<file path="src/logic/src_consts.svh">
// widths and depths; the memory word must be exactly 32 bits wider than the stream
`ifndef SRC_CONSTS_SVH
`define SRC_CONSTS_SVH

// byte address width
`define SRC_ADDR_W 32

// output stream item width
`define SRC_STREAM_W 32

// memory data width, one extra word for misaligned reads
`define SRC_MEM_W (`SRC_STREAM_W + 32)

// length fields and delivered-item counter
`define SRC_CNT_W 16

// address FIFO between walker and memory port
`define SRC_ADDR_FIFO_DEPTH 2

// offset FIFO, also the cap on granted but unanswered loads
`define SRC_OFS_FIFO_DEPTH 8

`endif

</file>
<file path="src/logic/src_pkg.sv">
// shared types; widths come from src_consts.svh and must not be changed here
`default_nettype none

package src_pkg;

  `include "src_consts.svh"

  // byte address
  typedef logic [`SRC_ADDR_W-1:0] addr_t;

  // lengths and item counts
  typedef logic [`SRC_CNT_W-1:0] cnt_t;

  // byte offset inside a 32-bit word
  typedef logic [1:0] ofs_t;

  // one output item
  typedef logic [`SRC_STREAM_W-1:0] stream_data_t;

  // one memory response
  typedef logic [`SRC_MEM_W-1:0] mem_data_t;

  // controller states
  typedef enum logic [1:0] {
    SRC_IDLE    = 2'd0,
    SRC_WORKING = 2'd1,
    SRC_DONE    = 2'd2
  } src_state_e;

endpackage

`default_nettype wire

</file>
<file path="src/logic/src_addr_gen.sv">
// 2-D address walker; pattern and bias sampled at start, d0_len of 0 is not supported
`timescale 1ns/1ps
`default_nettype none

module src_addr_gen (
  input  wire logic          clk_i,
  input  wire logic          rst_ni,
  input  wire logic          clear_i,
  input  wire logic          start_i,
  input  wire src_pkg::addr_t base_addr_i,
  input  wire src_pkg::addr_t bias_i,
  input  wire logic          use_bias_i,
  input  wire src_pkg::cnt_t  tot_len_i,
  input  wire src_pkg::cnt_t  d0_len_i,
  input  wire src_pkg::addr_t d0_stride_i,
  input  wire src_pkg::addr_t d1_stride_i,
  output logic               addr_valid_o,
  output src_pkg::addr_t     addr_o,
  input  wire logic          addr_ready_i,
  output logic               done_o
);

  import src_pkg::*;

  addr_t row_q;       // start of current row
  addr_t cur_q;       // address on offer
  addr_t d0_stride_q;
  addr_t d1_stride_q;
  cnt_t  tot_q;
  cnt_t  d0_len_q;
  cnt_t  inner_q;     // position inside the row
  cnt_t  sent_q;      // addresses accepted so far
  logic  active_q;
  logic  done_q;
  addr_t start_addr;
  logic  accept;

  assign start_addr   = base_addr_i + (use_bias_i ? bias_i : '0); // bias applies once
  assign accept       = active_q & addr_ready_i; // FIFO takes the address
  assign addr_valid_o = active_q;
  assign addr_o       = cur_q;
  assign done_o       = done_q;

  always_ff @(posedge clk_i or negedge rst_ni) begin
    if (!rst_ni) begin
      row_q       <= '0;
      cur_q       <= '0;
      d0_stride_q <= '0;
      d1_stride_q <= '0;
      tot_q       <= '0;
      d0_len_q    <= '0;
      inner_q     <= '0;
      sent_q      <= '0;
      active_q    <= 1'b0;
      done_q      <= 1'b0;
    end else if (clear_i) begin
      active_q <= 1'b0;
      done_q   <= 1'b0;
    end else if (start_i) begin // presample pattern
      row_q       <= start_addr;
      cur_q       <= start_addr;
      d0_stride_q <= d0_stride_i;
      d1_stride_q <= d1_stride_i;
      tot_q       <= tot_len_i;
      d0_len_q    <= d0_len_i;
      inner_q     <= '0;
      sent_q      <= '0;
      active_q    <= (tot_len_i != '0);
      done_q      <= (tot_len_i == '0); // empty pattern finishes at once
    end else if (accept) begin
      sent_q <= sent_q + 1'b1;
      if (sent_q + cnt_t'(1) == tot_q) begin // last address taken
        active_q <= 1'b0;
        done_q   <= 1'b1;
      end else if (inner_q + cnt_t'(1) == d0_len_q) begin // end of row
        row_q   <= row_q + d1_stride_q;
        cur_q   <= row_q + d1_stride_q;
        inner_q <= '0;
      end else begin
        cur_q   <= cur_q + d0_stride_q;
        inner_q <= inner_q + 1'b1;
      end
    end
  end

endmodule

`default_nettype wire

</file>
<file path="src/logic/src_biased_source.sv">
// top level; memory must answer in order and keep at most SRC_OFS_FIFO_DEPTH loads outstanding
`timescale 1ns/1ps
`default_nettype none

`include "src_consts.svh"

module src_biased_source (
  input  wire logic               clk_i,
  input  wire logic               rst_ni,
  input  wire logic               clear_i,
  input  wire logic               req_start_i,
  input  wire src_pkg::addr_t     base_addr_i,
  input  wire src_pkg::cnt_t      tot_len_i,
  input  wire src_pkg::cnt_t      d0_len_i,
  input  wire src_pkg::addr_t     d0_stride_i,
  input  wire src_pkg::addr_t     d1_stride_i,
  input  wire logic               bias_valid_i,
  input  wire src_pkg::addr_t     bias_data_i,
  output logic                    bias_ready_o,
  input  wire logic               ignore_bias_i,
  output logic                    ready_start_o,
  output logic                    done_o,
  output logic                    mem_req_o,
  output src_pkg::addr_t          mem_addr_o,
  input  wire logic               mem_gnt_i,
  output logic                    mem_rready_o,
  input  wire logic               mem_rvalid_i,
  input  wire src_pkg::mem_data_t mem_rdata_i,
  output logic                    stream_valid_o,
  output src_pkg::stream_data_t   stream_data_o,
  input  wire logic               stream_ready_i
);

  import src_pkg::*;

  logic  start;
  logic  active;
  logic  gen_done;
  logic  gen_valid;
  addr_t gen_addr;
  logic  gen_ready;
  logic  fifo_valid;
  addr_t fifo_addr;
  logic  fifo_empty;
  logic  issue;  // load granted
  logic  xfer;   // item left on the stream

  assign mem_req_o    = active & fifo_valid & stream_ready_i; // no loads under back-pressure
  assign mem_addr_o   = {fifo_addr[`SRC_ADDR_W-1:2], 2'b00}; // word aligned
  assign mem_rready_o = stream_ready_i;
  assign issue        = mem_req_o & mem_gnt_i;
  assign xfer         = stream_valid_o & stream_ready_i;

  src_addr_gen src_addr_gen_inst (
    .clk_i        ( clk_i          ),
    .rst_ni       ( rst_ni         ),
    .clear_i      ( clear_i        ),
    .start_i      ( start          ),
    .base_addr_i  ( base_addr_i    ),
    .bias_i       ( bias_data_i    ),
    .use_bias_i   ( ~ignore_bias_i ),
    .tot_len_i    ( tot_len_i      ),
    .d0_len_i     ( d0_len_i       ),
    .d0_stride_i  ( d0_stride_i    ),
    .d1_stride_i  ( d1_stride_i    ),
    .addr_valid_o ( gen_valid      ),
    .addr_o       ( gen_addr       ),
    .addr_ready_i ( gen_ready      ),
    .done_o       ( gen_done       )
  );

  src_fifo #(
    .DEPTH     ( `SRC_ADDR_FIFO_DEPTH ),
    .payload_t ( addr_t               )
  ) addr_fifo_inst (
    .clk_i        ( clk_i      ),
    .rst_ni       ( rst_ni     ),
    .clear_i      ( clear_i    ),
    .push_valid_i ( gen_valid  ),
    .push_data_i  ( gen_addr   ),
    .push_ready_o ( gen_ready  ),
    .pop_valid_o  ( fifo_valid ),
    .pop_data_o   ( fifo_addr  ),
    .pop_ready_i  ( issue      ), // pop on grant
    .empty_o      ( fifo_empty )
  );

  src_realign src_realign_inst (
    .clk_i          ( clk_i           ),
    .rst_ni         ( rst_ni          ),
    .clear_i        ( clear_i         ),
    .issue_i        ( issue           ),
    .issue_ofs_i    ( fifo_addr[1:0]  ), // low bits travel with the load
    .mem_rvalid_i   ( mem_rvalid_i    ),
    .mem_rdata_i    ( mem_rdata_i     ),
    .stream_valid_o ( stream_valid_o  ),
    .stream_data_o  ( stream_data_o   ),
    .stream_ready_i ( stream_ready_i  )
  );

  src_ctrl src_ctrl_inst (
    .clk_i             ( clk_i         ),
    .rst_ni            ( rst_ni        ),
    .clear_i           ( clear_i       ),
    .req_start_i       ( req_start_i   ),
    .bias_valid_i      ( bias_valid_i  ),
    .ignore_bias_i     ( ignore_bias_i ),
    .tot_len_i         ( tot_len_i     ),
    .gen_done_i        ( gen_done      ),
    .addr_fifo_empty_i ( fifo_empty    ),
    .xfer_i            ( xfer          ),
    .start_o           ( start         ),
    .active_o          ( active        ),
    .ready_start_o     ( ready_start_o ),
    .done_o            ( done_o        ),
    .bias_ready_o      ( bias_ready_o  )
  );

endmodule

`default_nettype wire

</file>
<file path="src/logic/src_ctrl.sv">
// idle/working/done control; tot_len is latched at start, a run ends only after all items leave
`timescale 1ns/1ps
`default_nettype none

module src_ctrl (
  input  wire logic         clk_i,
  input  wire logic         rst_ni,
  input  wire logic         clear_i,
  input  wire logic         req_start_i,
  input  wire logic         bias_valid_i,
  input  wire logic         ignore_bias_i,
  input  wire src_pkg::cnt_t tot_len_i,
  input  wire logic         gen_done_i,
  input  wire logic         addr_fifo_empty_i,
  input  wire logic         xfer_i,
  output logic              start_o,
  output logic              active_o,
  output logic              ready_start_o,
  output logic              done_o,
  output logic              bias_ready_o
);

  import src_pkg::*;

  src_state_e state_q;
  src_state_e state_d;
  cnt_t       cnt_q;   // delivered items
  cnt_t       tot_q;   // items expected this run

  assign ready_start_o = (state_q == SRC_IDLE);
  assign active_o      = (state_q != SRC_IDLE);
  assign start_o       = ready_start_o & req_start_i & (ignore_bias_i | bias_valid_i);
  assign bias_ready_o  = start_o & ~ignore_bias_i; // bias consumed with the start
  assign done_o        = (state_q == SRC_DONE) & addr_fifo_empty_i & (cnt_q == tot_q);

  always_comb begin
    state_d = state_q;
    case (state_q)
      SRC_IDLE:    if (start_o) state_d = SRC_WORKING;
      SRC_WORKING: if (gen_done_i) state_d = SRC_DONE; // all addresses queued
      SRC_DONE:    if (done_o) state_d = SRC_IDLE;     // last item delivered
      default:     state_d = SRC_IDLE;
    endcase
  end

  always_ff @(posedge clk_i or negedge rst_ni) begin
    if (!rst_ni) begin
      state_q <= SRC_IDLE;
      cnt_q   <= '0;
      tot_q   <= '0;
    end else if (clear_i) begin
      state_q <= SRC_IDLE;
      cnt_q   <= '0;
    end else begin
      state_q <= state_d;
      if (start_o) tot_q <= tot_len_i;
      if (done_o) cnt_q <= '0; // ready for next run
      else if (xfer_i) cnt_q <= cnt_q + 1'b1;
    end
  end

endmodule

`default_nettype wire

</file>
<file path="src/logic/src_fifo.sv">
// flop-based FIFO, no fall-through; pushing into a full FIFO is dropped, DEPTH >= 1
`timescale 1ns/1ps
`default_nettype none

module src_fifo #(
  parameter int unsigned DEPTH = 2,
  parameter type payload_t = logic [31:0]
) (
  input  wire logic     clk_i,
  input  wire logic     rst_ni,
  input  wire logic     clear_i,
  input  wire logic     push_valid_i,
  input  wire payload_t push_data_i,
  output logic          push_ready_o,
  output logic          pop_valid_o,
  output payload_t      pop_data_o,
  input  wire logic     pop_ready_i,
  output logic          empty_o
);

  localparam int unsigned PTR_W = (DEPTH > 1) ? $clog2(DEPTH) : 1;
  localparam int unsigned CNT_W = $clog2(DEPTH + 1);

  payload_t         mem_q [DEPTH]; // storage, no reset
  logic [PTR_W-1:0] wr_ptr_q;
  logic [PTR_W-1:0] rd_ptr_q;
  logic [CNT_W-1:0] cnt_q;         // occupancy
  logic             push;
  logic             pop;

  assign push_ready_o = (cnt_q != CNT_W'(DEPTH)); // not full
  assign pop_valid_o  = (cnt_q != '0);
  assign empty_o      = (cnt_q == '0);
  assign pop_data_o   = mem_q[rd_ptr_q];

  assign push = push_valid_i & push_ready_o;
  assign pop  = pop_valid_o & pop_ready_i;

  always_ff @(posedge clk_i or negedge rst_ni) begin
    if (!rst_ni) begin
      wr_ptr_q <= '0;
      rd_ptr_q <= '0;
      cnt_q    <= '0;
    end else if (clear_i) begin // drop all entries
      wr_ptr_q <= '0;
      rd_ptr_q <= '0;
      cnt_q    <= '0;
    end else begin
      if (push) wr_ptr_q <= (wr_ptr_q == PTR_W'(DEPTH - 1)) ? '0 : wr_ptr_q + 1'b1; // wrap
      if (pop) rd_ptr_q <= (rd_ptr_q == PTR_W'(DEPTH - 1)) ? '0 : rd_ptr_q + 1'b1;
      if (push && !pop) cnt_q <= cnt_q + 1'b1;
      else if (pop && !push) cnt_q <= cnt_q - 1'b1; // push and pop together keep count
    end
  end

  always_ff @(posedge clk_i) begin
    if (push) mem_q[wr_ptr_q] <= push_data_i;
  end

endmodule

`default_nettype wire

</file>
<file path="src/logic/src_realign.sv">
// offset FIFO, hold register and byte realign; responses arriving with no offset are dropped
`timescale 1ns/1ps
`default_nettype none

`include "src_consts.svh"

module src_realign (
  input  wire logic               clk_i,
  input  wire logic               rst_ni,
  input  wire logic               clear_i,
  input  wire logic               issue_i,
  input  wire src_pkg::ofs_t      issue_ofs_i,
  input  wire logic               mem_rvalid_i,
  input  wire src_pkg::mem_data_t mem_rdata_i,
  output logic                    stream_valid_o,
  output src_pkg::stream_data_t   stream_data_o,
  input  wire logic               stream_ready_i
);

  import src_pkg::*;

  ofs_t      ofs;         // offset of the oldest unanswered load
  logic      ofs_valid;
  logic      hold_valid_q;
  mem_data_t hold_data_q; // payload, no reset
  mem_data_t sel_data;
  mem_data_t shifted;
  logic      hold_load;
  logic      xfer;

  src_fifo #(
    .DEPTH     ( `SRC_OFS_FIFO_DEPTH ),
    .payload_t ( ofs_t               )
  ) ofs_fifo_inst (
    .clk_i        ( clk_i       ),
    .rst_ni       ( rst_ni      ),
    .clear_i      ( clear_i     ),
    .push_valid_i ( issue_i     ), // memory limits outstanding loads
    .push_data_i  ( issue_ofs_i ),
    .push_ready_o (             ),
    .pop_valid_o  ( ofs_valid   ),
    .pop_data_o   ( ofs         ),
    .pop_ready_i  ( xfer        ), // one offset per item
    .empty_o      (             )
  );

  // held item is older than a live one
  assign sel_data       = hold_valid_q ? hold_data_q : mem_rdata_i;
  assign stream_valid_o = ofs_valid & (hold_valid_q | mem_rvalid_i);
  assign xfer           = stream_valid_o & stream_ready_i;

  assign shifted       = sel_data >> {ofs, 3'b000}; // drop ofs leading bytes
  assign stream_data_o = shifted[`SRC_STREAM_W-1:0];

  // capture a live response that cannot leave this cycle
  assign hold_load = mem_rvalid_i &
                     (hold_valid_q ? stream_ready_i : (ofs_valid & ~stream_ready_i));

  always_ff @(posedge clk_i or negedge rst_ni) begin
    if (!rst_ni) begin
      hold_valid_q <= 1'b0;
    end else if (clear_i) begin
      hold_valid_q <= 1'b0;
    end else if (hold_load) begin
      hold_valid_q <= 1'b1;
    end else if (stream_ready_i) begin // held item left
      hold_valid_q <= 1'b0;
    end
  end

  always_ff @(posedge clk_i) begin
    if (hold_load) hold_data_q <= mem_rdata_i;
  end

endmodule

`default_nettype wire

</file>
<file path="config.mk">
export PLATFORM = sky130hd
export DESIGN_NAME = src_biased_source
export DESIGN_NICKNAME = d
export VERILOG_FILES = /design/src/logic/src_pkg.sv /design/src/logic/src_addr_gen.sv /design/src/logic/src_biased_source.sv /design/src/logic/src_ctrl.sv /design/src/logic/src_fifo.sv /design/src/logic/src_realign.sv
export VERILOG_INCLUDE_DIRS = /design/src /design/src/logic
export SDC_FILE = /design/constraint.sdc
export NUM_CORES = 1
export LEC_CHECK = 0
export ABC_AREA = 1
export BUFFER_PORTS_ARGS = -buffer_cell sky130_fd_sc_hd__buf_4
export CAP_MARGIN = 5
export CELL_PAD_IN_SITES_DETAIL_PLACEMENT = 2
export CELL_PAD_IN_SITES_GLOBAL_PLACEMENT = 2
export CORE_ASPECT_RATIO = 0.9
export CORE_MARGIN = 2
export CORE_UTILIZATION = 37
export DETAILED_ROUTE_END_ITERATION = 7
export MAX_ROUTING_LAYER = met4
export PLACE_DENSITY_LB_ADDON = 0.25
export SKIP_CTS_REPAIR_TIMING = 1
export SYNTH_ARGS = -nofsm -noshare
export SYNTH_HDL_FRONTEND = slang
export SYNTH_HIERARCHICAL = 1
export SYNTH_SLANG_ARGS = --single-unit
</file>
<file path="constraint.sdc">
create_clock -name clk_i -period 6.1 [get_ports clk_i]
set_input_delay 1.22 -clock clk_i [delete_from_list [all_inputs] [get_ports clk_i]]
set_output_delay 1.22 -clock clk_i [all_outputs]
set_load 0.02 [all_outputs]
</file>
Word-level counts from Yosys, hierarchy flattened
Memories as Yosys holds them, arrays and structs flattened.
Index checks and enable logic that the tools add are counted.
- bits in registers: 291
- bits of input ports: 233
- memories: 2
- output and inout bits: 70
- RAM bits: 80
- memory list (name ; depth ; bits a word ; read ports ; clocked after Yosys merged registers in ; wr ports ; line ; source):
    addr_fifo_inst.mem_q ; 2 ; 32 ; 1 ; 0 ; 1 ; src_fifo.sv:24 ; payload_t mem_q [DEPTH];
    src_realign_inst.ofs_fifo_inst.mem_q ; 8 ; 2 ; 1 ; 0 ; 1 ; src_fifo.sv:24 ;
- bitwise operators: 21
- shift-type cells: 1
- add/sub/neg operators: 14
- mux-type cells: 58
- eq/ne operators: 13
- reductions and logical operators: 33
- operators by type and width (cell ; count):
    two-way mux 32 bit ; 9
    two-way mux 16 bit ; 9
    adder 32 bit ; 3
    two-way mux 64 bit ; 1
    >> shifter 64 x 5 -> 32 bit ; 1
    adder 16 x 1 -> 16 bit (second input constant) ; 3
    equality test 16 bit ; 3
    two-way mux 1 bit ; 22
    two-way mux 3 bit ; 6
    nonzero test 3 bit ; 6
    AND 1 bit ; 16
    zero test 16 bit ; 1
    nonzero test 16 bit ; 1
    nonzero test 2 bit ; 8
    two-way mux 2 bit ; 7
    two-way mux 4 bit ; 3
    adder 3 x 1 -> 3 bit (second input constant) ; 2
    equality test 3 bit (second input constant) ; 2
    inequality test 3 bit (second input constant) ; 2
    one-hot mux 2 bit (3 select lines) ; 1
    AND reduction 2 bit ; 3
    AND reduction 3 bit ; 2
    adder 4 x 1 -> 4 bit (second input constant) ; 1
    logical AND 1 bit ; 4
    16 further kinds ; 24

Logic depth before layout (Yosys ltp)
- depth in word-level cells: 10
- gate-level depth with buffers: 20
- gate-level depth less buffers: 19

Modules after synthesis
The synthesis kept the hierarchy.
- modules (own cells, without submodules) (module ; area an instance (sq um) ; instances ; cells an instance ; seq. area each (sq um)):
    src_addr_gen ; 15783.9 ; 1 ; 2348 ; 4854.7
    src_realign ; 3475.8 ; 1 ; 455 ; 1706.6
    src_fifo at addr_fifo_inst ; 2573.7 ; 1 ; 204 ; 2021.9
    src_ctrl ; 1891.8 ; 1 ; 244 ; 850.8
    src_fifo at src_realign_inst.ofs_fifo_inst ; 1343.8 ; 1 ; 139 ; 730.7
    src_biased_source ; 61.3 ; 1 ; 11 ; 0.0

Worst setup path after synthesis
Ideal clock, no wire load.
- kind: input-to-reg
- start: input stream_ready_i
- end: register src_realign_inst.hold_data_q[0] (enable)
- data required time: 5611 ps
- arrival: 4070 ps
- buffers on the path: 0
- setup slack: 1542 ps
- cell stages on the path: 3
- cell sequence: inv_1 > nand2_1 > a21oi_1
- cells in the longest elaborated chain, start to end: 4
- ends and longest elaborated chain (element ; line ; source):
    start, declared ; src_biased_source.sv:31 ; input wire logic stream_ready_i
    inverter 1 bit ; src_realign.sv:57 ; (hold_valid_q ? stream_ready_i : (ofs_valid & ~stream_ready_i));
    AND 1 bit ; src_realign.sv:57 ;
    two-way mux 1 bit (*) ; src_realign.sv:57 ;
    AND 1 bit (*) ; src_realign.sv:56 ; assign hold_load = mem_rvalid_i &
    named net src_realign_inst.hold_load ; src_realign.sv:28 ; logic hold_load;
    end signal, assigned ; src_realign.sv:72 ; if (hold_load) hold_data_q <= mem_rdata_i;
    end, declared ; src_realign.sv:25 ; mem_data_t hold_data_q;
The timed path passes the listed nets; every way through them passes the cells marked *.
A chain may end at the register's enable or synchronous reset.

Worst setup path in the final report
- start: register src_realign_inst.ofs_fifo_inst.rd_ptr_q[0]
- end: output stream_data_o[14]
- cells in the longest elaborated chain, start to end: 2
- ends and longest elaborated chain (element ; line ; source):
    start, declared ; src_fifo.sv:26 ; logic [PTR_W-1:0] rd_ptr_q;
    start signal, assigned ; src_fifo.sv:50 ; if (pop) rd_ptr_q <= (rd_ptr_q == PTR_W'(DEPTH - 1)) ? '0 : rd_ptr_q + 1'b1;
    memory (8 x 2 bit) ; -- ;
    named net src_realign_inst.ofs[0] ; src_realign.sv:22 ; ofs_t ofs;
    >> shifter 64 x 5 -> 32 bit ; src_realign.sv:52 ; assign shifted = sel_data >> {ofs, 3'b000};
    end, declared ; src_biased_source.sv:30 ; output src_pkg::stream_data_t stream_data_o,
The timed path passes the listed nets, and every way through them passes these cells.

==> key figures <==
Outcome
  – Status: finished, final reports clean

Final layout
  – Fillcell total: 7829
  – Area grow syn2layout: 17.4%
  – Share of cells above drive strength 1: 0.144
  – Area of the multi-input gates: 13100 µm²
  – Layout Cells excl Fill: 4560
  – Nets: 3989
  – Sequential cell area: 10200 µm²
  – Core Util, Final: 0.439

Global routing
  – Global-route wire length before repair: 157 mm
  – Initial antenna violation count: 2
  – Vias in the first global route: 27351
  – Largest net degree at the start of global routing: 138
  – Global route overflow: 0
  – Gr usage total: 0.290

Detailed routing
  – Post-route ant nets: 0
  – DRT Pass-1 Iters: 5
  – Routed WL: 98.8 mm
  – First DRT Iteration DRCs: 1239
  – Routed via count: 24590
  – # DRC: 0
  – Routed len/inst: 21.7 µm
  – DR vias/cell: 5.39

Critical path
  – Max stage delay on crit path: 710 ps
  – Worst-path fanout max: 48
  – Critical path required time: 4880 ps
  – Worst EP arrival: 3370 ps
  – Crit path depth: 10
  – CP endpoint kind: primary output
  – Reg2Reg Depth: 17
  – CP Buf/Inv Count: 3
  – CP max stage cell: inv_2
  – Cell mode on critical path: nand3_1
  – Worst path top cell family by delay: buffers and inverters
  – CP Class: reg -> out
  – Critical path cell sequence: inv_1 > o21ai_0 > o22ai_1 > nor2_1 > a31oi_4 > inv_2 > nand3_1 > nand3_1 > nand2_1 > buf_4
  – Critical Path Start Type: register

Power and ir drop
  – Power Total: 13.0 mW
  – VDD IR max: 0.000252 V
  – Power Density: 439 nW/µm²
  – Leakage: 14.6 nW

STA
  – Worst slew pin tran: 1160 ps
  – RSZ-0062 raised after global routing: no
  – Setup TNS: 0 ps
  – Final hold violation count: 0
  – Layout Skew: 22.2 ps
  – Relative slew slack: 0.224
  – Pins over their slew limit: 0
  – Final Cycle Share: 0.752
  – Post-layout min period: 4590 ps
  – F_max: 218 MHz
  – # setup viols final: 0

Logic synthesis
  – Syn Area/Cell: 7.39 µm²
  – Synth Instances: 3400
  – Mapped Area: 25100 µm²
  – Warnings from Yosys: 6

Clock network
  – CTS buffer count: 45
  – Clk_lat worst skew: 590 ps
  – Clock slew at reported path FFs: 60 ps
  – Max Root-Sink Buffers: 3
  – CTS tree: built
  – Root buf cell: clkbuf_16
  – H-tree lvl count: 2
  – Clock sinks: 379

Floorplanning
  – CORE AREA: 67100 µm²
  – Die Span X: 279 µm
  – Ports: 303
  – Die ar.: 70000 µm²
  – Floorplan row count: 90
  – Die Y: 251 µm
  – Initial Util: 0.374

Placed design
  – Routability cong.: 0.913
  – I/O Buffers: 292
  – DPL Wire Length: 75.8 mm
  – Cells after DPL: 4477

Job
  – Max-cap violations: 0

Min path
  – WHS Path Cells: 2
  – Worst min path class: reg -> reg
[flip-flops by register name, summed over array words and instances (netlist names), 32 cells and up]
name                           flops
src_addr_gen_inst/row_q           32
src_addr_gen_inst/addr_o          32
addr_fifo_inst/mem_q              64
src_addr_gen_inst/d1_stride_q     32
src_addr_gen_inst/d0_stride_q     32
src_realign_inst/hold_data_q      56
[cell usage in the layout, fill, tap and decap left out, drive strengths merged, types with 29 or more instances in the layout]
cell	n
nand2	1173
nand3	439
inv	340
buf	309
nor2	263
dfrtp	243
a21oi	170
edfxtp	136
o21ai	134
ha	102
mux2	74
clkbuf	69
xnor2	40
nor3	30
nand4	29
[path summary, 6_finish.rpt]
path | startpoint | endpoint | slack (ps)
setup / recovery | src_realign_inst/ofs_fifo_inst/rd_ptr_q[0] | stream_data_o[14] | 1510
hold / removal | src_addr_gen_inst/row_q[23] | src_addr_gen_inst/row_q[23] | 480
setup reg to reg | src_addr_gen_inst/sent_q[0] | src_addr_gen_inst/addr_o[17] | 1740
hold reg to reg | src_addr_gen_inst/row_q[23] | src_addr_gen_inst/row_q[23] | 480
max in group asynchronous | rst_ni | src_ctrl_inst/tot_q[7] | 4330
min in group asynchronous | rst_ni | src_addr_gen_inst/addr_o[9] | 550
[metal layers]
layer  part of all wire  global-route usage  wire (µm)
met5                  0                   -          0
met3              0.028              0.0248       2780
met4              0.016              0.0564       1630
met1               0.46               0.381      45700
met2               0.49               0.494      48600
[worst reg2reg max path, stage by stage, from the launching register on]
cell,delay (ps)
dfrtp_1,450
ha_1,240
nand2_1,140
nor2_1,310
nand2_1,110
nand2_1,80
nand2_1,100
or2_0,220
nand3_1,70
nor2_1,40
nand2_1,100
nor2_2,60
nand2_1,70
nand2_2,600
nand2_2,330
buf_4,820
nand2_1,380
nand2_1,160
[stage by stage]
stage	setup slack [ps]	area, µm²	hold WS, ps
after floorplan	1540	25100	448
after global placement	1800	28000	462
after detailed placement	1600	28000	473
after CTS	1470	29500	485
after global routing	1250	29500	517
final	1510	29500	481
[area by class of cell]
class	instances	share of cell area
Clock inverter	12	0.00378
Timing Repair Buffer	309	0.0793
Clock buffer	69	0.0460
Antenna cell	2	0.000170
Tap cell	874	0.0371
Multi-Input combinational cell	2572	0.445
Sequential cell	379	0.345
Inverter	343	0.0439
[power breakdown]
part	switching (mW)	leakage, nW	internal (mW)
Sequential	0.554	4.27	3.28
Clock	1.16	0.722	1.58
Combinational	4.27	9.60	2.12
Total	5.98	14.6	6.98
Note: power is estimated with default switching activity, not from simulation.
